<file path="src/common/core_isa_pkg.sv">
`default_nettype none

package core_isa_pkg;

    localparam int xlen          = 32;
    localparam int reg_idx_width = 5;

    // Major opcodes of the supported subset
    localparam logic [6:0] opcode_op     = 7'b0110011;
    localparam logic [6:0] opcode_op_imm = 7'b0010011;
    localparam logic [6:0] opcode_load   = 7'b0000011;
    localparam logic [6:0] opcode_store  = 7'b0100011;

    localparam logic [2:0] funct3_add_sub = 3'b000;
    localparam logic [2:0] funct3_xor     = 3'b100;
    localparam logic [2:0] funct3_or      = 3'b110;
    localparam logic [2:0] funct3_and     = 3'b111;
    localparam logic [2:0] funct3_mul     = 3'b000;
    // LW and SW
    localparam logic [2:0] funct3_word    = 3'b010;

    localparam logic [6:0] funct7_base   = 7'b0000000;
    localparam logic [6:0] funct7_sub    = 7'b0100000;
    localparam logic [6:0] funct7_muldiv = 7'b0000001;

endpackage

`default_nettype wire

</file>
<file path="src/common/core_uarch_pkg.sv">
`default_nettype none

package core_uarch_pkg;

    localparam int rob_depth     = 8;
    localparam int rob_tag_width = 3;
    localparam int mul_stages    = 3;

    typedef logic [rob_tag_width-1:0] rob_tag_t;

    // Word bus shared by fetch and load/store
    typedef struct packed {
        logic                            read;
        logic                            write;
        logic [core_isa_pkg::xlen-1:0]   addr;
        logic [core_isa_pkg::xlen-1:0]   wdata;
    } mem_req_t;

    typedef struct packed {
        logic                            ready;
        logic [core_isa_pkg::xlen-1:0]   rdata;
    } mem_rsp_t;

    typedef struct packed {
        logic                                  valid;
        logic [core_isa_pkg::xlen-1:0]         pc;
        logic [core_isa_pkg::reg_idx_width-1:0] rd;
        logic                                  is_store;
    } alloc_t;

    typedef struct packed {
        logic                            valid;
        rob_tag_t                        tag;
        logic [core_isa_pkg::xlen-1:0]   value;
    } complete_t;

    typedef struct packed {
        logic                            valid;
        logic                            is_store;
        logic [core_isa_pkg::xlen-1:0]   addr;
        logic [core_isa_pkg::xlen-1:0]   wdata;
        rob_tag_t                        tag;
    } lsu_op_t;

    typedef struct packed {
        logic                            valid;
        logic [core_isa_pkg::xlen-1:0]   a;
        logic [core_isa_pkg::xlen-1:0]   b;
        rob_tag_t                        tag;
    } mul_op_t;

    typedef struct packed {
        logic                                  valid;
        logic [core_isa_pkg::xlen-1:0]         pc;
        logic [core_isa_pkg::reg_idx_width-1:0] rd;
        logic [core_isa_pkg::xlen-1:0]         value;
    } commit_t;

    typedef struct packed {
        logic [core_isa_pkg::reg_idx_width-1:0] rs;
    } bypass_query_t;

    typedef struct packed {
        logic                            hit;
        logic                            pending;
        logic [core_isa_pkg::xlen-1:0]   value;
    } bypass_result_t;

endpackage

`default_nettype wire

</file>
<file path="src/hdl/mem_arbiter.sv">
`timescale 1ns/10ps
`default_nettype none

module mem_arbiter (
    input  wire                              clk,
    input  wire                              reset,
    input  wire core_uarch_pkg::mem_req_t    lsu_req,
    output core_uarch_pkg::mem_rsp_t         lsu_rsp,
    input  wire core_uarch_pkg::mem_req_t    fetch_req,
    output core_uarch_pkg::mem_rsp_t         fetch_rsp,
    output core_uarch_pkg::mem_req_t         mem_req,
    input  wire core_uarch_pkg::mem_rsp_t    mem_rsp
);

    logic locked;
    logic owner_lsu;
    logic grant_lsu;

    // Owner stays fixed while its request waits for ready
    assign grant_lsu = locked ? owner_lsu : (lsu_req.read || lsu_req.write);

    always_comb begin
        mem_req         = grant_lsu ? lsu_req : fetch_req;
        lsu_rsp.ready   = mem_rsp.ready && grant_lsu;
        lsu_rsp.rdata   = grant_lsu ? mem_rsp.rdata : '0;
        fetch_rsp.ready = mem_rsp.ready && !grant_lsu;
        fetch_rsp.rdata = grant_lsu ? '0 : mem_rsp.rdata;
    end

    always_ff @(posedge clk) begin
        if (reset) begin
            locked    <= 1'b0;
            owner_lsu <= 1'b0;
        end else begin
            locked    <= (mem_req.read || mem_req.write) && !mem_rsp.ready;
            owner_lsu <= grant_lsu;
        end
    end

endmodule

`default_nettype wire

</file>
<file path="config.mk">
export PLATFORM = sky130hd
export DESIGN_NAME = mem_arbiter
export DESIGN_NICKNAME = d
export VERILOG_FILES = /design/src/common/core_isa_pkg.sv /design/src/common/core_uarch_pkg.sv /design/src/hdl/mem_arbiter.sv
export SDC_FILE = /design/constraint.sdc
export NUM_CORES = 1
export LEC_CHECK = 0
export ABC_CLOCK_PERIOD_IN_PS = 3810
export BUFFER_PORTS_ARGS = -buffer_cell sky130_fd_sc_hd__buf_4
export CORE_AREA = 3 3 115 117
export CTS_BUF_LIST = sky130_fd_sc_hd__clkbuf_8 sky130_fd_sc_hd__clkbuf_16
export DETAILED_ROUTE_END_ITERATION = 10
export DIE_AREA = 0 0 118 120
export PLACE_DENSITY_LB_ADDON = 0.3
export SLEW_MARGIN = 15
export SYNTH_ARGS = -nofsm -noshare
export SYNTH_HDL_FRONTEND = slang
export SYNTH_SLANG_ARGS = --single-unit
export TNS_END_PERCENT = 10
</file>
<file path="constraint.sdc">
create_clock -name clk -period 3.81 [get_ports clk]
set_input_delay 0.762 -clock clk [delete_from_list [all_inputs] [get_ports clk]]
set_output_delay 0.762 -clock clk [all_outputs]
set_load 0.01 [all_outputs]
</file>
======== Word level (Yosys, flattened, before mapping) ========
Cells that the tools add are included.
cells by class
  muxes and demuxes ....................... 4
  reductions and logical operators ........ 7
operators with widths
  cell               number
  66-bit 2-to-1 mux  1
  32-bit 2-to-1 mux  2
  1-bit logical AND  3
  1-bit zero test    2
  1-bit logical OR   2
  1-bit 2-to-1 mux   1
word-level totals
  word-level logic and storage cells ...... 13
  input bits .............................. 167
  output and inout bits ................... 132
  bits in registers ....................... 2

======== Longest topological paths before layout ========
  depth in word-level cells ............... 5
  mapped depth ............................ 6
  depth with buffers taken out ............ 3

======== Least setup slack after synthesis ========
Ideal clock, no wire load.
  path type ............................... input-to-output
  start point ............................. input port lsu_req[65] (netlist bit)
  end point ............................... output port mem_req[10] (netlist bit)
  cell stages on the path ................. 5
  path buffers ............................ 2
  slack ................................... 1.338 ns
  arrival ................................. 1.710 ns
  data required time ...................... 3.048 ns
  path through ............................ nor3_1 or2_1 buf_6 buf_6 mux2_4
RTL lines
  element             line               RTL
  start: declaration  mem_arbiter.sv:7   input wire core_uarch_pkg::mem_req_t lsu_req,
  end: declaration    mem_arbiter.sv:11  output core_uarch_pkg::mem_req_t mem_req,

==> results.md <==
- Critical path startpoint category: input port
- Hold EP: locked
- Row cnt: roughly 40
- R2r setup slk: about 2.4 ns
- Yosys warns: 0
- P&R area growth vs syn: 150%
- Leak: about 0.0022 uW
- PwrDens: between 150 and 200 nW/um^2
- R2r startpoint: locked
- Setup Fix Bufs, Post-CTS: 0
- Clk slew on worst S/H paths: about 0.030 ns
- Floorplan core area: 12500 sq um
- Gr usage total: 0.100
- Synth area leaders: mux2_4 (59%), and2_1 (25%), buf_6 (6.9%), dfxtp_1 (2.5%), a22o_1 (1.1%)
- Top cell type's share of synthesized area: 0.589
- Finished Cell Area: just over 4000 sq um
- Commonest cells after routing, fill and taps aside: buf_4 (299), and2_1 (66), mux2_4 (64)
- Maximum fanout along the worst path: 40
- IO buf count: about 300
- Post-synth net total: around 330
- Crit-path most repeated cell: buf_4
- Drt total wl: 8140 microns
- Routed len/inst: between 10 and 15 microns
- Drt first pass iters: 4
- DR iter-0 viols: 56
- Placed instance area: roughly 4000 sq um
- HP Start: owner_lsu
- CTS tree: built
- WP data required: between 3 and 4 ns
- Slowest cell on the critical path: or2_4
- Synthesis-stage register bit count: 2
- Setup tns final: 0 ns
- Hold Fails Final Rpt: 0
- Headroom to the max-slew limit: 0.791
- GRT overflow: 0
- RR Endpoint: owner_lsu
- Worst hold path depth: 2
- Vias in the first global route: about 2400
- Run status: finished clean
- Final period utilization: 0.818
- Sequential-to-total area share from yosys stat: 0.0245
- Clk_lat worst skew: roughly 0.22 ns
- CP Cell Sequence: buf_4 > nor3_1 > or2_4 > buf_12 > mux2_4 > buf_4
- Clock Sinks: 2
- Area of the die: 14200 sq um
- Max Slew Vio Count: 0
- Drt via density: 3.79
- Die height: 120 microns
- Post-cts hold buffer count: 0
- CP endpoint kind: primary output
- Clk buf depth: 2
- Mapped cell area: 1630 sq um
- Initial antenna violation count: 0
- RePlAce Congestion: around 0.72
- Number of gates resized after CTS: 0
- Share of post-route cells with drive strength above 1: 0.822
- Minimum clock period: a little over 3 ns
- Post-DP HPWL: 7140 microns
- IO Count: 299
- Max cap viols: 0
- Clock buffer count from CTS: 3
- Fmax: about 320 MHz
- Pwr Total: approximately 800 uW
- Diode count: 0
- Crit Path Class: in2out
- Routed Antenna Nets: 0
- Commonest non-fill, non-tap cell in the layout: buf_4
- Final Setup Violations: 0
- Global-route wire length before repair: between 10000 and 15000 microns
- RSZ-0062 raised after global routing: false
- Nets: between 600 and 700
- Synth cell types: 14
- Worst min-delay path category: reg2reg
- Residual DRC: 0
- Initial Util: 0.131
- Worst EP arrival: roughly 2.4 ns
- Reg2reg path depth: 4
- Max incr delay on CP: around 0.37 ns
- CTS root buffer: clkbuf_16
- Die width: 118 microns
- Worst vdd ir: roughly 0.00011 V
- Via Count: about 2400
- H-tree Lvls: 1
- Synthesized instance count: 160
- Final Skew: roughly 0.0018 ns
- Tightest Pin Transition: about 0.31 ns
- Average size of a mapped cell: approximately 10 sq um
- Largest net degree at the start of global routing: 47
- Synth area leader: mux2_4
logic make-up (layout without fill, tap and decap cells):
kind of cell           Yosys count  after routing  share of synthesized area
and+or+nand+nor                 74             74                      0.281
muxes                           64             64                      0.589
buffers and inverters           14            304                     0.0782
AOI/OAI and AO/OA                6              6                     0.0276
DFF                              2              2                     0.0245
worst max-delay path, delay by kind of cell:
kind | cells | cell delay, ns
simple gates | 2 | 0.63
mux | 1 | 0.34
buf+inv | 3 | 0.57
final cells by class:
cell class	instances	area [sq um]
multi-input cells	144	1470
well taps	172	215
clock buffers	3	75.1
repair buffers	301	2280
flip-flops and latches	2	40.0
fillers	1290	8380
cell usage after synthesis:
| library cell | instances |
|---|---|
| nor3_1 | 1 |
| dfxtp_1 | 2 |
| nor2_1 | 4 |
| o21ai_0 | 2 |
| o31a_1 | 1 |
| a22o_1 | 2 |
| mux2_4 | 64 |
| nor2b_4 | 1 |
| buf_6 | 10 |
| and2_1 | 66 |
| clkbuf_1 | 4 |
| nand2b_1 | 1 |
| or2_1 | 1 |
| a311oi_1 | 1 |
worst max-delay path by stage:
stage,startpoint,to,slack (ns),depth (start not counted)
2_1_floorplan,lsu_req[65],mem_req[10],1.34,5
4_1_cts,lsu_req[65],mem_req[12],0.70,6
3_3_place_gp,lsu_req[65],mem_req[2],0.75,6
6_report,lsu_req[65],mem_req[56],0.69,6
3_5_place_dp,lsu_req[65],mem_req[52],0.71,6
5_1_grt,lsu_req[65],mem_req[15],0.63,6
through the flow:
stage | hold WS (ns) | setup slack [ns] | utilization | instances
floorplan | 0.584 | 1.34 | - | 160
global placement | 0.608 | 0.749 | 0.321 | 619
detailed placement | 0.623 | 0.709 | 0.321 | 619
CTS | 0.619 | 0.705 | 0.328 | 622
global route | 0.651 | 0.630 | 0.328 | 622
finish | 0.618 | 0.694 | 0.328 | 622
where the power goes:
group | switching [uW] | total, uW | internal [uW]
combinational | 224 | 615 | 391
clock | 22.3 | 156 | 133
sequential | 1.90 | 24.6 | 22.7
metal layers:
layer	global-route usage	wire, microns	vias up
li1	-	-	1122
met1	0.112	3060	1047
met2	0.185	4060	187
met3	0.0386	982	4
met4	0.0125	46	0
met5	0	0	-
registers in the layout, summed over array words and instances (netlist names):
register and cells:
owner_lsu 1, locked 1
No activity file was read; power rests on OpenSTA's default activity.
