===== config.mk =====
export PLATFORM = sky130hd
export DESIGN_NAME = decode_issue
export DESIGN_NICKNAME = d
export VERILOG_FILES = /design/src/common/core_isa_pkg.sv /design/src/common/core_uarch_pkg.sv /design/src/hdl/decode_issue.sv
export SDC_FILE = /design/constraint.sdc
export NUM_CORES = 2
export LEC_CHECK = 0
export BUFFER_PORTS_ARGS = -buffer_cell sky130_fd_sc_hd__buf_2
export CORE_MARGIN = 10
export CORE_UTILIZATION = 35
export CTS_BUF_LIST = sky130_fd_sc_hd__clkbuf_16
export CTS_CLUSTER_DIAMETER = 200
export CTS_CLUSTER_SIZE = 40
export DETAILED_ROUTE_END_ITERATION = 10
export PLACE_DENSITY = 0.48
export RECOVER_POWER = 100
export SYNTH_ARGS = -nofsm -noshare
export SYNTH_HDL_FRONTEND = slang
export SYNTH_SLANG_ARGS = --single-unit

===== constraint.sdc =====
create_clock -name clk -period 17.5 [get_ports clk]
set_input_delay 3.5 -clock clk [delete_from_list [all_inputs] [get_ports clk]]
set_output_delay 3.5 -clock clk [all_outputs]
set_load 0.02 [all_outputs]

===== src/common/core_isa_pkg.sv =====
`default_nettype none

package core_isa_pkg;

    localparam int xlen          = 32;
    localparam int reg_idx_width = 5;

    // Major opcodes of the supported subset
    localparam logic [6:0] opcode_op     = 7'b0110011;
    localparam logic [6:0] opcode_op_imm = 7'b0010011;
    localparam logic [6:0] opcode_load   = 7'b0000011;
    localparam logic [6:0] opcode_store  = 7'b0100011;

    localparam logic [2:0] funct3_add_sub = 3'b000;
    localparam logic [2:0] funct3_xor     = 3'b100;
    localparam logic [2:0] funct3_or      = 3'b110;
    localparam logic [2:0] funct3_and     = 3'b111;
    localparam logic [2:0] funct3_mul     = 3'b000;
    // LW and SW
    localparam logic [2:0] funct3_word    = 3'b010;

    localparam logic [6:0] funct7_base   = 7'b0000000;
    localparam logic [6:0] funct7_sub    = 7'b0100000;
    localparam logic [6:0] funct7_muldiv = 7'b0000001;

endpackage

`default_nettype wire


===== src/common/core_uarch_pkg.sv =====
`default_nettype none

package core_uarch_pkg;

    localparam int rob_depth     = 8;
    localparam int rob_tag_width = 3;
    localparam int mul_stages    = 3;

    typedef logic [rob_tag_width-1:0] rob_tag_t;

    // Word bus shared by fetch and load/store
    typedef struct packed {
        logic                            read;
        logic                            write;
        logic [core_isa_pkg::xlen-1:0]   addr;
        logic [core_isa_pkg::xlen-1:0]   wdata;
    } mem_req_t;

    typedef struct packed {
        logic                            ready;
        logic [core_isa_pkg::xlen-1:0]   rdata;
    } mem_rsp_t;

    typedef struct packed {
        logic                                  valid;
        logic [core_isa_pkg::xlen-1:0]         pc;
        logic [core_isa_pkg::reg_idx_width-1:0] rd;
        logic                                  is_store;
    } alloc_t;

    typedef struct packed {
        logic                            valid;
        rob_tag_t                        tag;
        logic [core_isa_pkg::xlen-1:0]   value;
    } complete_t;

    typedef struct packed {
        logic                            valid;
        logic                            is_store;
        logic [core_isa_pkg::xlen-1:0]   addr;
        logic [core_isa_pkg::xlen-1:0]   wdata;
        rob_tag_t                        tag;
    } lsu_op_t;

    typedef struct packed {
        logic                            valid;
        logic [core_isa_pkg::xlen-1:0]   a;
        logic [core_isa_pkg::xlen-1:0]   b;
        rob_tag_t                        tag;
    } mul_op_t;

    typedef struct packed {
        logic                                  valid;
        logic [core_isa_pkg::xlen-1:0]         pc;
        logic [core_isa_pkg::reg_idx_width-1:0] rd;
        logic [core_isa_pkg::xlen-1:0]         value;
    } commit_t;

    typedef struct packed {
        logic [core_isa_pkg::reg_idx_width-1:0] rs;
    } bypass_query_t;

    typedef struct packed {
        logic                            hit;
        logic                            pending;
        logic [core_isa_pkg::xlen-1:0]   value;
    } bypass_result_t;

endpackage

`default_nettype wire


===== src/hdl/decode_issue.sv =====
`timescale 1ns/10ps
`default_nettype none

module decode_issue (
    input  wire                                   clk,
    input  wire                                   reset,
    input  wire                                   instr_valid,
    input  wire [core_isa_pkg::xlen-1:0]          instr,
    input  wire [core_isa_pkg::xlen-1:0]          pc,
    output logic                                  instr_take,
    output core_uarch_pkg::alloc_t                alloc,
    input  wire core_uarch_pkg::rob_tag_t         alloc_tag,
    input  wire                                   rob_full,
    output core_uarch_pkg::bypass_query_t         query_a,
    output core_uarch_pkg::bypass_query_t         query_b,
    input  wire core_uarch_pkg::bypass_result_t   result_a,
    input  wire core_uarch_pkg::bypass_result_t   result_b,
    input  wire core_uarch_pkg::commit_t          commit,
    input  wire                                   lsu_busy,
    output core_uarch_pkg::mul_op_t               mul_op,
    output core_uarch_pkg::lsu_op_t               lsu_op,
    output core_uarch_pkg::complete_t             alu_done
);

    logic [core_isa_pkg::xlen-1:0] regs [2**core_isa_pkg::reg_idx_width];
    logic [6:0] opcode, funct7;
    logic [2:0] funct3;
    logic [core_isa_pkg::reg_idx_width-1:0] rs1, rs2, dest;
    logic [core_isa_pkg::xlen-1:0] imm_i, imm_s, op_a, op_b, alu_b, alu_result;
    logic is_alu, is_mul, is_load, is_store, is_sub, use_rs1, use_rs2, use_imm;
    logic issue;

    assign opcode = instr[6:0];
    assign funct3 = instr[14:12];
    assign funct7 = instr[31:25];
    assign rs1    = instr[19:15];
    assign rs2    = instr[24:20];
    assign imm_i  = {{20{instr[31]}}, instr[31:20]};
    assign imm_s  = {{20{instr[31]}}, instr[31:25], instr[11:7]};

    // Anything outside the subset falls through as ADDI x0
    always_comb begin
        {is_alu, is_mul, is_load, is_store} = 4'b1000;
        {is_sub, use_rs1, use_rs2, use_imm} = 4'b0000;
        dest = '0;
        case (opcode)
            core_isa_pkg::opcode_op: begin
                if (funct7 == core_isa_pkg::funct7_muldiv
                        && funct3 == core_isa_pkg::funct3_mul) begin
                    {is_alu, is_mul, use_rs1, use_rs2} = 4'b0111;
                    dest = instr[11:7];
                end else if ((funct7 == core_isa_pkg::funct7_base
                            && funct3 inside {core_isa_pkg::funct3_add_sub,
                                core_isa_pkg::funct3_xor, core_isa_pkg::funct3_or,
                                core_isa_pkg::funct3_and})
                        || (funct7 == core_isa_pkg::funct7_sub
                            && funct3 == core_isa_pkg::funct3_add_sub)) begin
                    {use_rs1, use_rs2} = 2'b11;
                    is_sub = (funct7 == core_isa_pkg::funct7_sub);
                    dest = instr[11:7];
                end
            end
            core_isa_pkg::opcode_op_imm: begin
                if (funct3 == core_isa_pkg::funct3_add_sub) begin
                    {use_rs1, use_imm} = 2'b11;
                    dest = instr[11:7];
                end
            end
            core_isa_pkg::opcode_load: begin
                if (funct3 == core_isa_pkg::funct3_word) begin
                    {is_alu, is_load, use_rs1} = 3'b011;
                    dest = instr[11:7];
                end
            end
            core_isa_pkg::opcode_store: begin
                if (funct3 == core_isa_pkg::funct3_word) begin
                    {is_alu, is_store, use_rs1, use_rs2} = 4'b0111;
                end
            end
            default: ;
        endcase
    end

    // Operands come from the ROB when a writer is in flight
    assign query_a.rs = use_rs1 ? rs1 : '0;
    assign query_b.rs = use_rs2 ? rs2 : '0;
    assign op_a = (query_a.rs == '0) ? '0 : result_a.hit ? result_a.value : regs[query_a.rs];
    assign op_b = (query_b.rs == '0) ? '0 : result_b.hit ? result_b.value : regs[query_b.rs];

    assign issue = instr_valid && !rob_full && !result_a.pending && !result_b.pending
                   && !((is_load || is_store) && lsu_busy);
    assign instr_take = issue;

    always_comb begin
        alloc.valid    = issue;
        alloc.pc       = pc;
        alloc.rd       = dest;
        alloc.is_store = is_store;
    end

    assign alu_b = use_imm ? imm_i : op_b;
    always_comb begin
        case (funct3)
            core_isa_pkg::funct3_xor: alu_result = op_a ^ alu_b;
            core_isa_pkg::funct3_or:  alu_result = op_a | alu_b;
            core_isa_pkg::funct3_and: alu_result = op_a & alu_b;
            default:                  alu_result = is_sub ? op_a - alu_b : op_a + alu_b;
        endcase
    end

    assign mul_op = '{valid: issue && is_mul, a: op_a, b: op_b, tag: alloc_tag};
    assign lsu_op = '{valid: issue && (is_load || is_store), is_store: is_store,
                      addr: op_a + (is_store ? imm_s : imm_i), wdata: op_b, tag: alloc_tag};

    always_ff @(posedge clk) begin
        alu_done.tag   <= alloc_tag;
        alu_done.value <= alu_result;
        if (reset) begin
            alu_done.valid <= 1'b0;
        end else begin
            alu_done.valid <= issue && is_alu;
        end
    end

    // Architectural registers start at zero and are written only at commit
    always_ff @(posedge clk) begin
        if (reset) begin
            for (int r = 0; r < 2**core_isa_pkg::reg_idx_width; r++) begin
                regs[r] <= '0;
            end
        end else if (commit.valid && commit.rd != '0) begin
            regs[commit.rd] <= commit.value;
        end
    end

endmodule

`default_nettype wire


After elaboration in Yosys (flattened, before gate mapping)

Memory sizes are Yosys's and may differ from the RTL's.
Index checks and enable logic that the tools add are counted.

Flip-flop bits (word level): 36
RAM bits: 1024
Logic and storage cells: 86
Memories kept: 1

Memory list:

| name | depth | bits a word | read ports | clocked after Yosys merged registers in | write ports | RTL line           | text |
|---|---|---|---|---|---|---|---|
| regs | 32    | 32          | 2          | 0                                       | 32          | decode_issue.sv:25 | `logic [core_isa_pkg::xlen-1:0] regs [2**core_isa_pkg::reg_idx_width];` |

Add/sub/neg operators: 3
Equal/unequal tests: 10
Mux-type cells: 40
Bitwise gates (word level): 3
Reductions and logical operators: 26

Operator list:

| kind                                                             | count |
|---|---|
| 32-bit two-way mux                                               | 7 |
| 32-bit case mux with 3 select lines                              | 1 |
| 32-bit adder                                                     | 2 |
| 5-bit two-way mux                                                | 8 |
| 32-bit AND                                                       | 1 |
| 32-bit bitwise OR                                                | 1 |
| 32-bit OR reduction                                              | 1 |
| 32-bit subtractor                                                | 1 |
| 32-bit XOR                                                       | 1 |
| 7-bit by 6-bit == test with 1-bit output (second input constant) | 3 |
| 1-bit two-way mux                                                | 20 |
| 5-bit case mux with 3 select lines                               | 1 |
| 1-bit logical AND                                                | 12 |
| 5-bit logical NOT                                                | 2 |
| 3-bit == test (second input constant)                            | 3 |
| 7-bit by 1-bit == test with 1-bit output (second input constant) | 1 |
| 7-bit by 2-bit == test with 1-bit output (second input constant) | 1 |
| 7-bit by 5-bit == test with 1-bit output (second input constant) | 1 |
| 7-bit logical NOT                                                | 1 |
| 5-bit nonzero test                                               | 1 |
| 1-bit logical NOT                                                | 4 |
| 1-bit case mux with 2 select lines                               | 2 |
| 4-bit nonzero test                                               | 1 |
| 3-bit by 2-bit == test with 1-bit output (second input constant) | 1 |
| other kinds (4)                                                  | 5 |

Longest topological paths before layout

An unclocked memory read counts as a cell.

Depth in word-level cells: 15
Gate-level depth with buffers: 35

Least setup slack after synthesis

No wires, ideal clock.

Kind: input port to output port
Start point: input port instr[12] in the netlist's numbering
End point: output port lsu_op[65] in the netlist's numbering
Arrival: 10364 ps
Path slack: 3636 ps
Cell stages on the path: 34
Path buffers: 3
Cell sequence: or2_2 > o21a_1 > buf_2 > o31a_1 > nor2_1 > nand2_1 > inv_2 > buf_1 > buf_1 > mux2i_1 > a221oi_1 > nor3_1 > nor3_1 > a41oi_1 > o21ai_0 > nand2_1 > inv_1 > ha_1 > fa_1 > a21o_1 > a21oi_1 > o21ai_0 > a31oi_1 > a211oi_1 > o21a_1 > o311ai_0 > a21boi_0 > o21a_1 > nor2b_1 > o31a_1 > a21oi_1 > a21o_1 > a21oi_1 > xnor2_1

RTL lines:

| item               | RTL line           | text |
|---|---|---|
| start: declaration | decode_issue.sv:8  | `input wire [core_isa_pkg::xlen-1:0] instr,` |
| end: declaration   | decode_issue.sv:21 | `output core_uarch_pkg::lsu_op_t lsu_op,` |

==> results.cfg <==
[setup_path]
crit_path_frequent_cell = clkbuf_1
arrival_ps = 13550
r2r_start = regs[13][0]$_SDFFCE_PN0P_
cp_slowest_stage_delay_ps = 1870
start_kind = input port
crit_fanout = 28
cp_slowest_cell = clkbuf_1
crit_path_start = instr[13]
end_kind = output port
crit_type = input port to output port
required_ps = 14000
crit_path_cell_trace = clkbuf_1 > clkbuf_1 > nor4b_1 > a32o_1 > clkbuf_1 > clkbuf_1 > mux2i_1 > o21ai_0 > a21oi_1 > o21ai_1 > mux2i_1 > nor2_1 > clkbuf_1
rrSetupSlack_ps = 8910
r2r_cells = 30

[pwr]
power_density_nw_per_um2 = 70.0
cellLeakagePower_uw = 0.0240
p_total_uw = 4840
ir_drop_mv = 0.0799

[drt]
drcViolationCount = 0
first_pass_iters = 9
wirelength_um = 338000
vias = 54962
drtIter0Drc = 7996
post_drt_wl_per_cell_um = 39.1
drtAntennaViolNets = 0
viasPerCell = 6.36

[global_route]
grt_max_degree = 78
grt_pass1_vias = 51908
grt-ovfl-total = 0
gr-usage-all-layers_pct = 32.0
antenna_found_initial = 36
grt_pass1_wl_um = 450000

[floorplanning]
fp.dieW_um = 448
initial_utilization_pct = 35.1
io_pins = 433
fp.dieArea_um2 = 201000
core_area_um2 = 183000
rows = 157
die_y_um = 448

[timing]
max_freq_ghz = 0.0586
relSlewSlack_pct = -135
finalCritPeriodShare_pct = 97.5
rsz0062_at_grt = no
hold_viol = 0
maxSlewViolCount = 2107
worst_slew_pin_slew_ps = 3520
fin_tns_setup_ps = 0
finalSetupViolCount = 0
period_needed_ps = 17050
finClkSkew_ps = 32.9

[clocking]
cts_sinks = 1060
cts_root_buf = clkbuf_16
cts_tree = done
cts_resized = 0
numCtsBuffers = 30
clk_pin_slew_ps = 170
clockBufferDepth = 3
post_cts_buffers = 0
cts_htree_levels = 1
insertion_delay_ps = 800
cts_hold_buf = 0

[synthesis]
synthDistinctLibCells = 107
synth_seq_cells = 1060
yosys-top-cells-count = edfxtp_1, and2_1, nand2_1
synth_most_common_cell = edfxtp_1
yosysTopAreaCell = edfxtp_1
synth.top_cell.area_share_pct = 47.9
syn_avg_cell_area_um2 = 10.5
synthArstFlopShare_pct = 0
synthFlopType = edfxtp_1
synth-edff-count = 1024
synth_cells = 6098
synth_area_leaders = edfxtp_1, and2_1, mux2i_1, a221oi_1, o21ai_0
synth-seq-area-share_pct = 49.0
yosys_warnings = 0
synth_area_um2 = 64300

[worst_hold_path]
whs_path_depth = 9
hold_start = regs[23][31]$_SDFFCE_PN0P_
holdCritPathClass = register to register

[placed_design]
io_buffers = 336
hpwlAfterDp_um = 222000
routabilityCongestion = 0.972

[final_layout]
fill_cells = 18107
drive_gt1_share_pct = 10.3
layout.nets = 6475
area_growth_pct = 7.54

[outcome]
status = complete, but fails checks
violations = capacitance limit, slew limit

[run]
maxCapViolations = 85
## worst max-delay path, delay by kind of cell
kind                   cells  cell delay [ps]
AOI/OAI and AO/OA          4             2070
buffers and inverters      5             5320
and+or+nand+nor            2             2190
muxes                      2              380
## report_power, final
part / switching (µW) / internal [µW] / total [µW]
Combinational: 482 / 181 / 663
Sequential: 80.4 / 2930 / 3010
Clock: 841 / 320 / 1160
Total: 1400 / 3430 / 4840
## per-stage QoR
| stage | cells | hold slack, ps | worst slack [ps] | utilization, % | cell area, µm² |
|---|---|---|---|---|---|
| global route | 8624 | 1530 | 326 | 37.8 | 69100 |
| global placement | 8568 | 1420 | 1290 | 37.6 | 68800 |
| finish | 8641 | 1500 | 446 | 37.8 | 69100 |
| detailed placement | 8568 | 1420 | 1190 | 37.6 | 68800 |
| floorplan | 6129 | 1060 | 3640 | - | 64400 |
| CTS | 8623 | 1480 | 1160 | 38.1 | 69700 |
## layout by cell type (no fill, tap or decap), drive strengths merged, types with 25 or more instances in the layout
master and count:
o311ai 36, nor3 118, dfxtp 36, mux2 101, inv 146, and2 1012, buf 354, a221o 60
a221oi 257, a41oi 35, ha 127, mux2i 390, edfxtp 1024, nand3 173, or2 44, nand4 26
o211ai 25, o22ai 79, mux4 27, xnor2 55, a21oi 176, o21ai 345, o221ai 48, clkbuf 272
a211oi 48, nor4 26, nor2 230, conb 32, nand2 451
## flip-flops by register name (all words and copies together) (netlist names)
register  flops
alu_done     36
regs       1024
## layer usage
metal / GRT usage [%] / vias up / share of wire, %
met5: 0 / - / 0.088
met4: 21.6 / 16 / 8.8
met3: 6.99 / 870 / 11
met2: 47.8 / 3868 / 42
met1: 41.5 / 27620 / 38
li1: - / 22588 / -
## cell families (layout without fill, tap and decap cells)
logic type | count (synthesis) | in the layout | share of synthesized area, %
and+or+nand+nor | 2211 | 2211 | 18.7
AOI/OAI and AO/OA | 1349 | 1349 | 14.9
DFF | 1060 | 1060 | 49.0
buffers and inverters | 751 | 781 | 5.02
muxes | 518 | 518 | 8.79
adders and majority gates | 130 | 130 | 2.55
xor gates and xnor gates | 78 | 78 | 1.06
other | 1 | 50 | 0.00584
## area by class of cell
type                            instances  area, µm²  area share, %
Sequential cell                      1060      31500           45.5
Timing Repair Buffer                  596       3170           4.58
Multi-Input combinational cell       4318      30000           43.4
Antenna cell                           18       45.0         0.0652
Inverter                              130        498          0.721
Clock inverter                         25        124          0.179
Tap cell                             2464       3080           4.46
Clock buffer                           30        751           1.09
## path summary, 6_finish.rpt
kind                                        endpoint
worst max-delay path                      mul_op[28]
worst min-delay path            alu_done[31]$_DFF_P_
worst max register to register  alu_done[31]$_DFF_P_
worst min register to register  alu_done[31]$_DFF_P_
Power figures use the tool's default switching activity.
