===== src/common/core_isa_pkg.sv =====
`default_nettype none

package core_isa_pkg;

    localparam int xlen          = 32;
    localparam int reg_idx_width = 5;

    // Major opcodes of the supported subset
    localparam logic [6:0] opcode_op     = 7'b0110011;
    localparam logic [6:0] opcode_op_imm = 7'b0010011;
    localparam logic [6:0] opcode_load   = 7'b0000011;
    localparam logic [6:0] opcode_store  = 7'b0100011;

    localparam logic [2:0] funct3_add_sub = 3'b000;
    localparam logic [2:0] funct3_xor     = 3'b100;
    localparam logic [2:0] funct3_or      = 3'b110;
    localparam logic [2:0] funct3_and     = 3'b111;
    localparam logic [2:0] funct3_mul     = 3'b000;
    // LW and SW
    localparam logic [2:0] funct3_word    = 3'b010;

    localparam logic [6:0] funct7_base   = 7'b0000000;
    localparam logic [6:0] funct7_sub    = 7'b0100000;
    localparam logic [6:0] funct7_muldiv = 7'b0000001;

endpackage

`default_nettype wire


===== src/common/core_uarch_pkg.sv =====
`default_nettype none

package core_uarch_pkg;

    localparam int rob_depth     = 8;
    localparam int rob_tag_width = 3;
    localparam int mul_stages    = 3;

    typedef logic [rob_tag_width-1:0] rob_tag_t;

    // Word bus shared by fetch and load/store
    typedef struct packed {
        logic                            read;
        logic                            write;
        logic [core_isa_pkg::xlen-1:0]   addr;
        logic [core_isa_pkg::xlen-1:0]   wdata;
    } mem_req_t;

    typedef struct packed {
        logic                            ready;
        logic [core_isa_pkg::xlen-1:0]   rdata;
    } mem_rsp_t;

    typedef struct packed {
        logic                                  valid;
        logic [core_isa_pkg::xlen-1:0]         pc;
        logic [core_isa_pkg::reg_idx_width-1:0] rd;
        logic                                  is_store;
    } alloc_t;

    typedef struct packed {
        logic                            valid;
        rob_tag_t                        tag;
        logic [core_isa_pkg::xlen-1:0]   value;
    } complete_t;

    typedef struct packed {
        logic                            valid;
        logic                            is_store;
        logic [core_isa_pkg::xlen-1:0]   addr;
        logic [core_isa_pkg::xlen-1:0]   wdata;
        rob_tag_t                        tag;
    } lsu_op_t;

    typedef struct packed {
        logic                            valid;
        logic [core_isa_pkg::xlen-1:0]   a;
        logic [core_isa_pkg::xlen-1:0]   b;
        rob_tag_t                        tag;
    } mul_op_t;

    typedef struct packed {
        logic                                  valid;
        logic [core_isa_pkg::xlen-1:0]         pc;
        logic [core_isa_pkg::reg_idx_width-1:0] rd;
        logic [core_isa_pkg::xlen-1:0]         value;
    } commit_t;

    typedef struct packed {
        logic [core_isa_pkg::reg_idx_width-1:0] rs;
    } bypass_query_t;

    typedef struct packed {
        logic                            hit;
        logic                            pending;
        logic [core_isa_pkg::xlen-1:0]   value;
    } bypass_result_t;

endpackage

`default_nettype wire


===== src/hdl/fetch_unit.sv =====
`timescale 1ns/10ps
`default_nettype none

module fetch_unit (
    input  wire                              clk,
    input  wire                              reset,
    output core_uarch_pkg::mem_req_t         mem_req,
    input  wire core_uarch_pkg::mem_rsp_t    mem_rsp,
    input  wire                              instr_take,
    output logic                             instr_valid,
    output logic [core_isa_pkg::xlen-1:0]    instr,
    output logic [core_isa_pkg::xlen-1:0]    pc
);

    logic [core_isa_pkg::xlen-1:0] pc_q;
    logic                          fetch_en;
    logic                          fill;

    // Read at the program counter whenever the buffer is empty
    always_comb begin
        mem_req.read  = fetch_en && !instr_valid;
        mem_req.write = 1'b0;
        mem_req.addr  = pc_q;
        mem_req.wdata = '0;
    end

    assign fill = mem_req.read && mem_rsp.ready;

    always_ff @(posedge clk) begin
        if (reset) begin
            pc_q        <= '0;
            fetch_en    <= 1'b0;
            instr_valid <= 1'b0;
        end else begin
            fetch_en <= 1'b1;
            if (fill) begin
                instr_valid <= 1'b1;
                pc_q        <= pc_q + 32'd4;
            end else if (instr_take) begin
                instr_valid <= 1'b0;
            end
        end
    end

    // Holding buffer
    always_ff @(posedge clk) begin
        if (fill) begin
            instr <= mem_rsp.rdata;
            pc    <= pc_q;
        end
    end

endmodule

`default_nettype wire


===== config.mk =====
export PLATFORM = sky130hd
export DESIGN_NAME = fetch_unit
export DESIGN_NICKNAME = d
export VERILOG_FILES = /design/src/common/core_isa_pkg.sv /design/src/common/core_uarch_pkg.sv /design/src/hdl/fetch_unit.sv
export SDC_FILE = /design/constraint.sdc
export NUM_CORES = 1
export LEC_CHECK = 0
export CORE_MARGIN = 2
export CORE_UTILIZATION = 40
export DETAILED_ROUTE_END_ITERATION = 8
export DONT_BUFFER_PORTS = 1
export PLACE_DENSITY = 0.64
export REMOVE_ABC_BUFFERS = 1
export SLEW_MARGIN = 20
export SYNTH_ARGS = -nofsm -noshare
export SYNTH_HDL_FRONTEND = slang
export SYNTH_SLANG_ARGS = --single-unit

===== constraint.sdc =====
create_clock -name clk -period 8.7 [get_ports clk]
set_clock_uncertainty 0.15 [all_clocks]
set_input_delay 2.175 -clock clk [delete_from_list [all_inputs] [get_ports clk]]
set_output_delay 2.175 -clock clk [all_outputs]
set_load 0.03 [all_outputs]

# Yosys cells after proc, flatten, opt, wreduce, memory -nomap -nowiden
# Cells that the tools add are included.
[word_totals] register_bits=98 wordCells=13 inputBits=36
[op_classes] n_mux=3 reduce_logical=4 addsub=1
[ops] op="adder 32 x 3 -> 32 bit (second input constant)" count=1
[ops] op="2-to-1 mux 1 bit" count=3
[ops] op="logical AND 1 bit" count=2
[ops] op="nonzero test 2 bit" count=1
[ops] op="zero test 1 bit" count=1

# Longest topological paths before layout
# Gate-level depths: netlist of the first run.
[depth] depth_word=4 depth_mapped=7 ltp_nobuf=5

# Least setup slack after synthesis of the first run
# Ideal clock, no wire load.
[synth_path] kind="input port to flip-flop" from="input mem_rsp[32] (netlist name)" to="register pc_q[5] (netlist name)" setup_slack_ns=4.232 required_ns=8.422 arrival_ns=4.191 path_stages=6 path_buffers=1 cell_sequence="nand3b_4 -> clkbuf_1 -> inv_1 -> nand4_1 -> xor2_1 -> nor2_1"
[synth_between] elab_chain_len=1
[synth_rtl] element="from (decl)" line_no="fetch_unit.sv:8" rtl="input wire core_uarch_pkg::mem_rsp_t mem_rsp,"
[synth_rtl] element="logical AND 1 bit" line_no="fetch_unit.sv:27" rtl="assign fill = mem_req.read && mem_rsp.ready;"
[synth_rtl] element="net fill" line_no="fetch_unit.sv:17" rtl="logic fill;"
[synth_rtl] element="to (signal assigned)" line_no="fetch_unit.sv:38" rtl="pc_q <= pc_q + 32'd4;"
[synth_rtl] element="to (decl)" line_no="fetch_unit.sv:15" rtl="logic [core_isa_pkg::xlen-1:0] pc_q;"
# The timed path passes the listed nets, and every way through them passes these cells.
# A chain may end at the register's enable or synchronous reset.

# Worst setup path after layout of the first run
[layout_path] from="input mem_rsp[32] (netlist name)" to="register pc_q[25] (netlist name)"
[layout_between] elab_chain_len=1
[layout_rtl] element="logical AND 1 bit" line_no="fetch_unit.sv:27"
# No other way between the ends.

==> results.cfg, run 1 <==
[pwr]
p_leak_nw = 1.23
peakVddDrop_mv = 0.0818
powerDensity_mw_per_mm2 = 237

[sta]
setup_tns_ns = 0
tightest_slew_ns = 0.575
hold_viol_final = 0
setup-violations-final = 0
slew_headroom_pct = 61.3
finalCriticalPeriod_ns = 3.67
slew_violations = 0
rsz0062_at_grt = false
fin_ws_ns = 5.03
period_share_pct = 42.2
max_freq_mhz = 273

[layout]
fill_cells = 788
area_growth_syn_to_layout_pct = 5.32
utilization_pct = 43.5
insertedDiodeCount = 0
layout_commonest_cell = edfxtp_1
layout_common_cells = edfxtp_1, conb_1, dfxtp_1
fin_cells = 387
nets = 311
drive_above_1_share_pct = 7.53
final_cell_area_mm2 = 0.00382

[worst_setup_path]
cp-start-kind = input port
required_ns = 8.84
arrival_ns = 3.81
cp_max_fo = 18
critPathKind = in -> reg
cp-end-kind = flip-flop

[place]
hpwl_um = 4390
dp_slack_ns = 4.65
post-place-cells = 371
placedInstanceArea_mm2 = 0.00357
place.gp.congestion = 0.701
io_buffers = 0

[cts]
insertion_delay_ns = 0.36
cts.htree.levels = 3
post_cts_buffers = 0
clkSlewWorstSetupHoldPaths_ns = 0.09
tritoncts = done
postCtsHoldBufs = 0
cts_buffers = 9
clkSinkCount = 94
clock_path_buffers = 2
cts-root-buf = clkbuf_8
cts_resized = 0

[global_route]
top_usage_layer = met2
grt_pass1_vias = 1759
antenna_found_initial = 0
grt_util_met2_pct = 21.4
grt_overflow = 0
gr-usage-met3_pct = 6.89
grtUsageMet1_pct = 13.4
grt_max_degree = 39
track_usage_pct = 12.9
grt_pass1_wl_um = 9630

[detailed_routing]
first_pass_iters = 4
via_count = 2026
drt-initial-drc-count = 79
route.detailed.drc = 0
detail_route.vias_per_cell = 5.24
wl_per_cell_um = 16.5
ant_nets = 0
drt-total-wl_um = 6390

[floorplanning]
initial_core_util_pct = 41.3
die_area_mm2 = 0.00984
die_h_um = 99.2
boundaryPins = 167
core_area_mm2 = 0.00876
num_rows = 34
fp.dieW_um = 99.2

[synth]
yosysSeqAreaShare_pct = 69.1
yosysWarnings = 0
synth_area_mm2 = 0.00362
syn-instance-count = 272
synth_cell_types = 32
synth-seq-cells = 94
syn_avg_cell_area_um2 = 13.3

[flow_run]
drv_cap = 0

[status]
outcome = completed

[min_path]
worstHoldPathType = reg -> reg
-- state kept, by name, indices dropped and copies added, names as in the netlist --
| register | cells |
|---|---|
| instr | 32 |
| pc | 30 |
| pc_q | 30 |
| fetch_en | 1 |
| instr_valid | 1 |
-- area by class of cell --
type | count | area [um2] | area share, %
repair buffers | 1 | 7.51 | 0.197
flip-flops and latches | 94 | 2500 | 65.6
clock inverters | 6 | 118 | 3.08
clock buffers | 10 | 128 | 3.34
inverters | 5 | 18.8 | 0.492
multi-input cells | 163 | 907 | 23.8
well taps | 108 | 135 | 3.54
-- synth_stat cells, drive strengths merged --
cell	n	area, um2
nor3	4	20.0
nor2	11	41.3
ha	1	12.5
buf	43	319
o21ai	9	45.0
nand3	6	30.0
o31a	1	10.0
o21a	1	7.51
xnor2	8	70.1
or4	10	75.1
and4	3	26.3
a31o	1	8.76
conb	1	3.75
nor2b	1	6.26
o31ai	8	60.1
nand2b	1	6.26
edfxtp	62	1860
dfxtp	32	641
a21oi	20	100
or3	10	62.6
xor2	2	17.5
inv	5	18.8
nor4	3	18.8
clkbuf	3	11.3
and2	1	6.26
nand4	11	75.1
nand2	13	48.8
nand3b	1	20.0
-- power breakdown --
| part | leakage, nW | internal [mW] | switching, mW |
|---|---|---|---|
| Combinational | 0.285 | 0.00213 | 0.0297 |
| Clock | 0.119 | 0.194 | 0.151 |
| Sequential | 0.822 | 0.492 | 0.0339 |
| Total | 1.23 | 0.688 | 0.215 |
-- per-stage QoR --
step | total power, mW | hold WS, ns
floorplan | 0.564 | 0.394
global placement | 0.568 | 0.457
detailed placement | 0.568 | 0.476
CTS | 0.915 | 0.489
global route | 0.929 | 0.514
finish | 0.903 | 0.474
-- worst max-delay path, cell delays in order --
cell	delay, ns
nand3b_4	0.13
or4_1	0.81
or4_1	0.55
a21oi_1	0.14
-- kinds of logic (layout without fill, tap and decap cells) --
group | after synthesis | after routing | share of synthesized area [%]
other | 1 | 37 | 0.103
AOI/OAI and AO/OA | 40 | 40 | 6.39
and+or+nand+nor | 75 | 75 | 12.1
xor gates and xnor gates | 10 | 10 | 2.42
DFF | 94 | 94 | 69.1
adders and majority gates | 1 | 1 | 0.345
buffers and inverters | 51 | 22 | 9.63
-- per-layer routing --
metal  routed length [um]  up-vias
met3                  781        9
li1                     -      940
met4                  112        0
met1                 2400      953
met5                    0        -
met2                 3090      124
-- worst paths after layout --
kind / end / slack, ns / from / cells after the start
setup / recovery: pc_q[25] / 5.03 / mem_rsp[32] / 4
hold / removal: instr_valid / 0.47 / fetch_en / 2
setup reg to reg: pc_q[20] / 5.92 / pc_q[2] / 5
hold reg to reg: instr_valid / 0.47 / fetch_en / 2
(Power assumes the default switching activity.)
==> run 2, diff against run 1 <==
- ABC_AREA: not set -> 1
- clock period: 8.7 -> 3.64 ns (I/O delays scaled with it)
==> run 2 against run 1 <==
Synthesized cell count is 35% higher. Via count is 21% higher. Clock power is 140% higher. Clock-buffer cell count stayed put. Core utilization is 0.28 points lower. Critical path type is now reg -> out. Sequential share of layout area is 5.6 points lower. Die area is 7.6% higher. Hold slack worse by 0.0082 ns. Worst setup slack worse by 3.7 ns.
==> results.cfg, run 2 <==
[status]
outcome = completed

[pwr]
peakVddDrop_mv = 0.179
p_leak_nw = 1.55
powerDensity_mw_per_mm2 = 512

[synth]
synthTopCellsByCount = edfxtp_1, nand2_1, nor2_1
syn-instance-count = 366
synth_cell_types = 25
yosysWarnings = 0
synth_area_mm2 = 0.00391
yosysSeqAreaShare_pct = 64.0
yosys.area.top_type_share_pct = 47.6
syn_avg_cell_area_um2 = 10.7
yosysTopAreaCell = edfxtp_1
synth_edf_count = 62
synth-seq-cells = 94
synth_flop_cell = edfxtp_1
yosysMostFrequentCell = edfxtp_1
synth.area.top_cells = edfxtp_1, dfxtp_1, buf_4
async_reset_ff_share_pct = 0

[worst_setup_path]
critPathKind = reg -> out
arrival_ns = 1.27
cp_top_family = simple AND/OR/NAND/NOR gates
required_ns = 2.58
cp-end-kind = primary output
cp-start-kind = flip-flop
r2r-end = pc_q[26]
setup.worst_path.start = instr_valid
cp_slowest_cell = nor2_1
cp_cell_sequence = nor2_1
cp_num_buf_inv = 0
r2r_slack_ns = 1.59
slowest_delay_ns = 0.48
r2r_start = pc_q[3]
reg2reg_depth = 8
cp_max_fo = 3

[sta]
max_freq_mhz = 430
setup-violations-final = 0
hold-worst-slack_ns = 0.466
hold_viol_final = 0
tightest_slew_ns = 0.726
slew_headroom_pct = 51.5
period_share_pct = 63.9
setup_tns_ns = 0
rsz0062_at_grt = false
slew_violations = 0
finalCriticalPeriod_ns = 2.33

[detailed_routing]
first_pass_iters = 4
drt-total-wl_um = 7720
ant_nets = 0
wl_per_cell_um = 15.1
via_count = 2447
drt-initial-drc-count = 143
detail_route.vias_per_cell = 4.80
route.detailed.drc = 0

[cts]
clkSinkCount = 94
clkSlewWorstSetupHoldPaths_ns = 0.09
cts-root-buf = clkbuf_8
cts.htree.levels = 3
cts_resized = 0
insertion_delay_ns = 0.36
postCtsHoldBufs = 0
clock_path_buffers = 2
tritoncts = done
post_cts_buffers = 0
cts_buffers = 9

[layout]
insertedDiodeCount = 0
largest_registers = instr: 32 flops, pc: 30 flops, pc_q: 30 flops
layout_commonest_cell = edfxtp_1
layout_common_cells = edfxtp_1, nand2_1, nor2_1
regMostFlops = instr
largest_reg_flops = 32
fill_cells = 911
drive_above_1_share_pct = 8.49
nets = 409
area_growth_syn_to_layout_pct = 6.66

[place]
hpwl_um = 5670
place.gp.congestion = 0.826
io_buffers = 0

[global_route]
track_usage_pct = 14.0
grt_pass1_wl_um = 11000
antenna_found_initial = 0
grt_overflow = 0
grt_pass1_vias = 2145
grt_max_degree = 47

[floorplanning]
num_rows = 36
initial_core_util_pct = 40.6
boundaryPins = 167
fp.dieW_um = 103
die_area_mm2 = 0.0106
die_h_um = 103
core_area_mm2 = 0.00964

[flow_run]
drv_cap = 0

[min_path]
hold_path_end = pc_q[7]
min-delay-start = reset
whs_path_depth = 1
worstHoldPathType = in -> reg
-- run 2: cell families (layout without fill, tap and decap cells) --
| group | Yosys count | after routing | share of synthesized area, % |
|---|---|---|---|
| buffers and inverters | 77 | 52 | 11.2 |
| AND/OR/NAND/NOR | 156 | 156 | 19.5 |
| flip-flops | 94 | 94 | 64.0 |
| AO/OA/AOI/OAI | 37 | 37 | 4.90 |
| other | 1 | 37 | 0.0959 |
| adder cells (fa/ha/maj) | 1 | 1 | 0.320 |
-- run 2: worst max path at each step --
stage	end	slack [ns]	depth (start not counted)
finish	mem_req[65]	1.31	1
global route	mem_req[65]	1.26	1
CTS	mem_req[65]	1.30	1
detailed placement	pc[3]	1.35	3
global placement	pc[2]	1.39	3
floorplan	pc_q[20]	1.11	6
-- run 2: report_power, final --
part	internal, mW	leakage, nW	total [mW]	switching, mW
logic	0.00791	0.560	0.0878	0.0799
clock network	0.461	0.117	0.820	0.359
registers	1.17	0.868	1.23	0.0604
-- run 2: routing by layer --
| metal | GRT usage [%] | share of wire (%) | up-vias |
|---|---|---|---|
| met4 | 7.79 | 1.8 | 0 |
| li1 | - | - | 1168 |
| met1 | 14.4 | 39 | 1126 |
| met5 | 0 | 0 | - |
| met3 | 4.27 | 9.1 | 14 |
| met2 | 25.4 | 50 | 139 |
-- run 2: stage by stage --
step | power [mW] | worst slack (ns) | area [um2] | std cells | utilization [%]
final | 2.13 | 1.31 | 4170 | 510 | 43.3
after global routing | 2.21 | 1.26 | 4170 | 510 | 43.3
after CTS | 2.15 | 1.30 | 4170 | 510 | 43.3
after detailed placement | 1.34 | 1.35 | 3930 | 494 | 40.7
after global placement | 1.34 | 1.39 | 3930 | 494 | 40.7
after floorplan | 1.32 | 1.11 | 3740 | 360 | -
-- run 2: cell type report --
type	count	area (um2)	area share, %
clock inverter	6	115	2.76
timing repair buffer	1	20.0	0.480
clock buffer	10	128	3.06
inverter	35	133	3.18
tap	133	166	3.99
multi-input combinational	231	1110	26.5
sequential	94	2500	60.0
==> run 3, diff against run 2 <==
- ABC_AREA: 1 -> 0
- clock period: 3.64 -> 2.3 ns (I/O delays scaled with it)
==> run 3 against run 2 <==
Hold slack worse by 0.34 ns. Non-clock buffer count up 33. Global-route usage fell by 0.60 points. Sequential cell count did not move. Core utilization up 3.1 points. Clock-buffer cell count unchanged. Cell area decreased by 2.5%. Total power grew 55%.
==> results.cfg, run 3 (synthesis results as in run 1) <==
[worst_setup_path]
reg2reg_depth = 6
cp-start-kind = flip-flop
r2r-end = pc_q[30]
arrival_ns = 2.32
cp_max_fo = 17
required_ns = 2.43
cp-endpoint = pc_q[30]
r2r_start = pc_q[2]
cp-end-kind = flip-flop
setup.worst_path.start = pc_q[2]
r2r_slack_ns = 0.11
critPathKind = reg -> reg

[sta]
hold-worst-slack_ns = 0.126
tightest_slew_ns = 0.571
fin_ws_ns = 0.113
slew_headroom_pct = 61.9
hold_viol_final = 0
slew_violations = 0
finalCriticalPeriod_ns = 2.19
setup-violations-final = 0
rsz0062_at_grt = false
max_freq_mhz = 457
setup_tns_ns = 0
period_share_pct = 95.1

[cts]
cts_resized = 0
tritoncts = done
insertion_delay_ns = 0.35
clkSlewWorstSetupHoldPaths_ns = 0.09
postCtsHoldBufs = 0
clkSinkCount = 94
clock_path_buffers = 2
cts_buffers = 9
cts.htree.levels = 3
cts-root-buf = clkbuf_8
post_cts_buffers = 0

[detailed_routing]
detail_route.vias_per_cell = 5.17
wl_per_cell_um = 16.0
via_count = 2172
ant_nets = 0
drt-initial-drc-count = 61
route.detailed.drc = 0
drt-total-wl_um = 6720
first_pass_iters = 4

[pwr]
power_frac_seq_pct = 59.6
p_comb_share_pct = 4.4
powerDensity_mw_per_mm2 = 816
power.share.clock_pct = 36.0
p_leak_nw = 1.39
cellInternalPower_mw = 2.50
peakVddDrop_mv = 0.391
switchingPower_mw = 0.817
p_total_mw = 3.32
swShare_pct = 24.6

[global_route]
grt_pass1_vias = 1877
track_usage_pct = 13.4
grt_pass1_wl_um = 10000
grt_overflow = 0
grt_max_degree = 37
antenna_found_initial = 0

[floorplanning]
boundaryPins = 167
core_area_mm2 = 0.00876
num_rows = 34
die_area_mm2 = 0.00984
fp.dieW_um = 99.2
die_h_um = 99.2
initial_core_util_pct = 41.3

[layout]
largest_reg_flops = 32
fill_cells = 785
layout_common_cells = edfxtp_1, conb_1, buf_4
layout_commonest_cell = edfxtp_1
fin_cells = 420
largest_registers = instr: 32 flops, pc: 30 flops, pc_q: 30 flops
nets = 344
regMostFlops = instr
insertedDiodeCount = 0
drive_above_1_share_pct = 17.6
utilization_pct = 46.4
final_cell_area_mm2 = 0.00407
area_growth_syn_to_layout_pct = 12.2

[min_path]
worstHoldPathType = in -> reg
whs_path_depth = 1

[place]
post-place-cells = 404
place.gp.congestion = 0.767
dp_slack_ns = 0.0656
io_buffers = 0
placedInstanceArea_mm2 = 0.00384
hpwl_um = 4720

[status]
outcome = completed

[flow_run]
drv_cap = 0
-- run 3: cell types whose count changed in the layout (fill, tap and decap cells not counted), sizes merged, moves of 8 or more --
cell   delta
nor2     -45
nand2    -42
buf      +33
inv      -29
nand3    -23
or3      +10
or4      +10
o31ai     +8
xnor2     +8
-- run 3: final cells by class --
cell class / count / area, um2 / area share, %
timing repair buffer: 34 / 280 / 6.89
clock inverter: 6 / 92.6 / 2.28
inverter: 5 / 18.8 / 0.462
tap: 108 / 135 / 3.32
multi-input combinational: 163 / 907 / 22.3
clock buffer: 10 / 128 / 3.14
sequential: 94 / 2500 / 61.6
-- run 3: worst max-delay path, stage by stage (launching register included) --
cell and delay [ns]:
dfxtp_1 0.38, ha_1 0.18, nand3_1 0.11, or4_1 0.51
buf_4 0.21, or4_1 0.41, a21oi_1 0.16
-- run 3: how the worst min path moves through the flow --
stage / from / to / slack [ns]
floorplan: fetch_en / instr_valid / 0.39
global placement: pc_q[15] / pc_q[15] / 0.32
detailed placement: pc_q[15] / pc_q[15] / 0.34
CTS: reset / pc_q[6] / 0.10
global route: reset / pc_q[6] / 0.09
finish: reset / pc_q[3] / 0.13
-- run 3: power by group through the flow --
stage,logic (mW),clock network [mW],registers (mW)
finish,0.146,1.19,1.98
floorplan,0.110,0,2.02
global placement,0.144,0,2.02
CTS,0.145,1.24,1.98
detailed placement,0.145,0,2.02
global route,0.153,1.29,1.98
-- run 3: per-layer routing --
layer  vias to the layer above  wire, um  global-route usage (%)
li1                       1000         -                       -
met1                      1035      2620                    14.5
met3                         7       737                    6.32
met2                       130      3270                    22.0
met4                         0        91                    6.95
met5                         -         0                       0
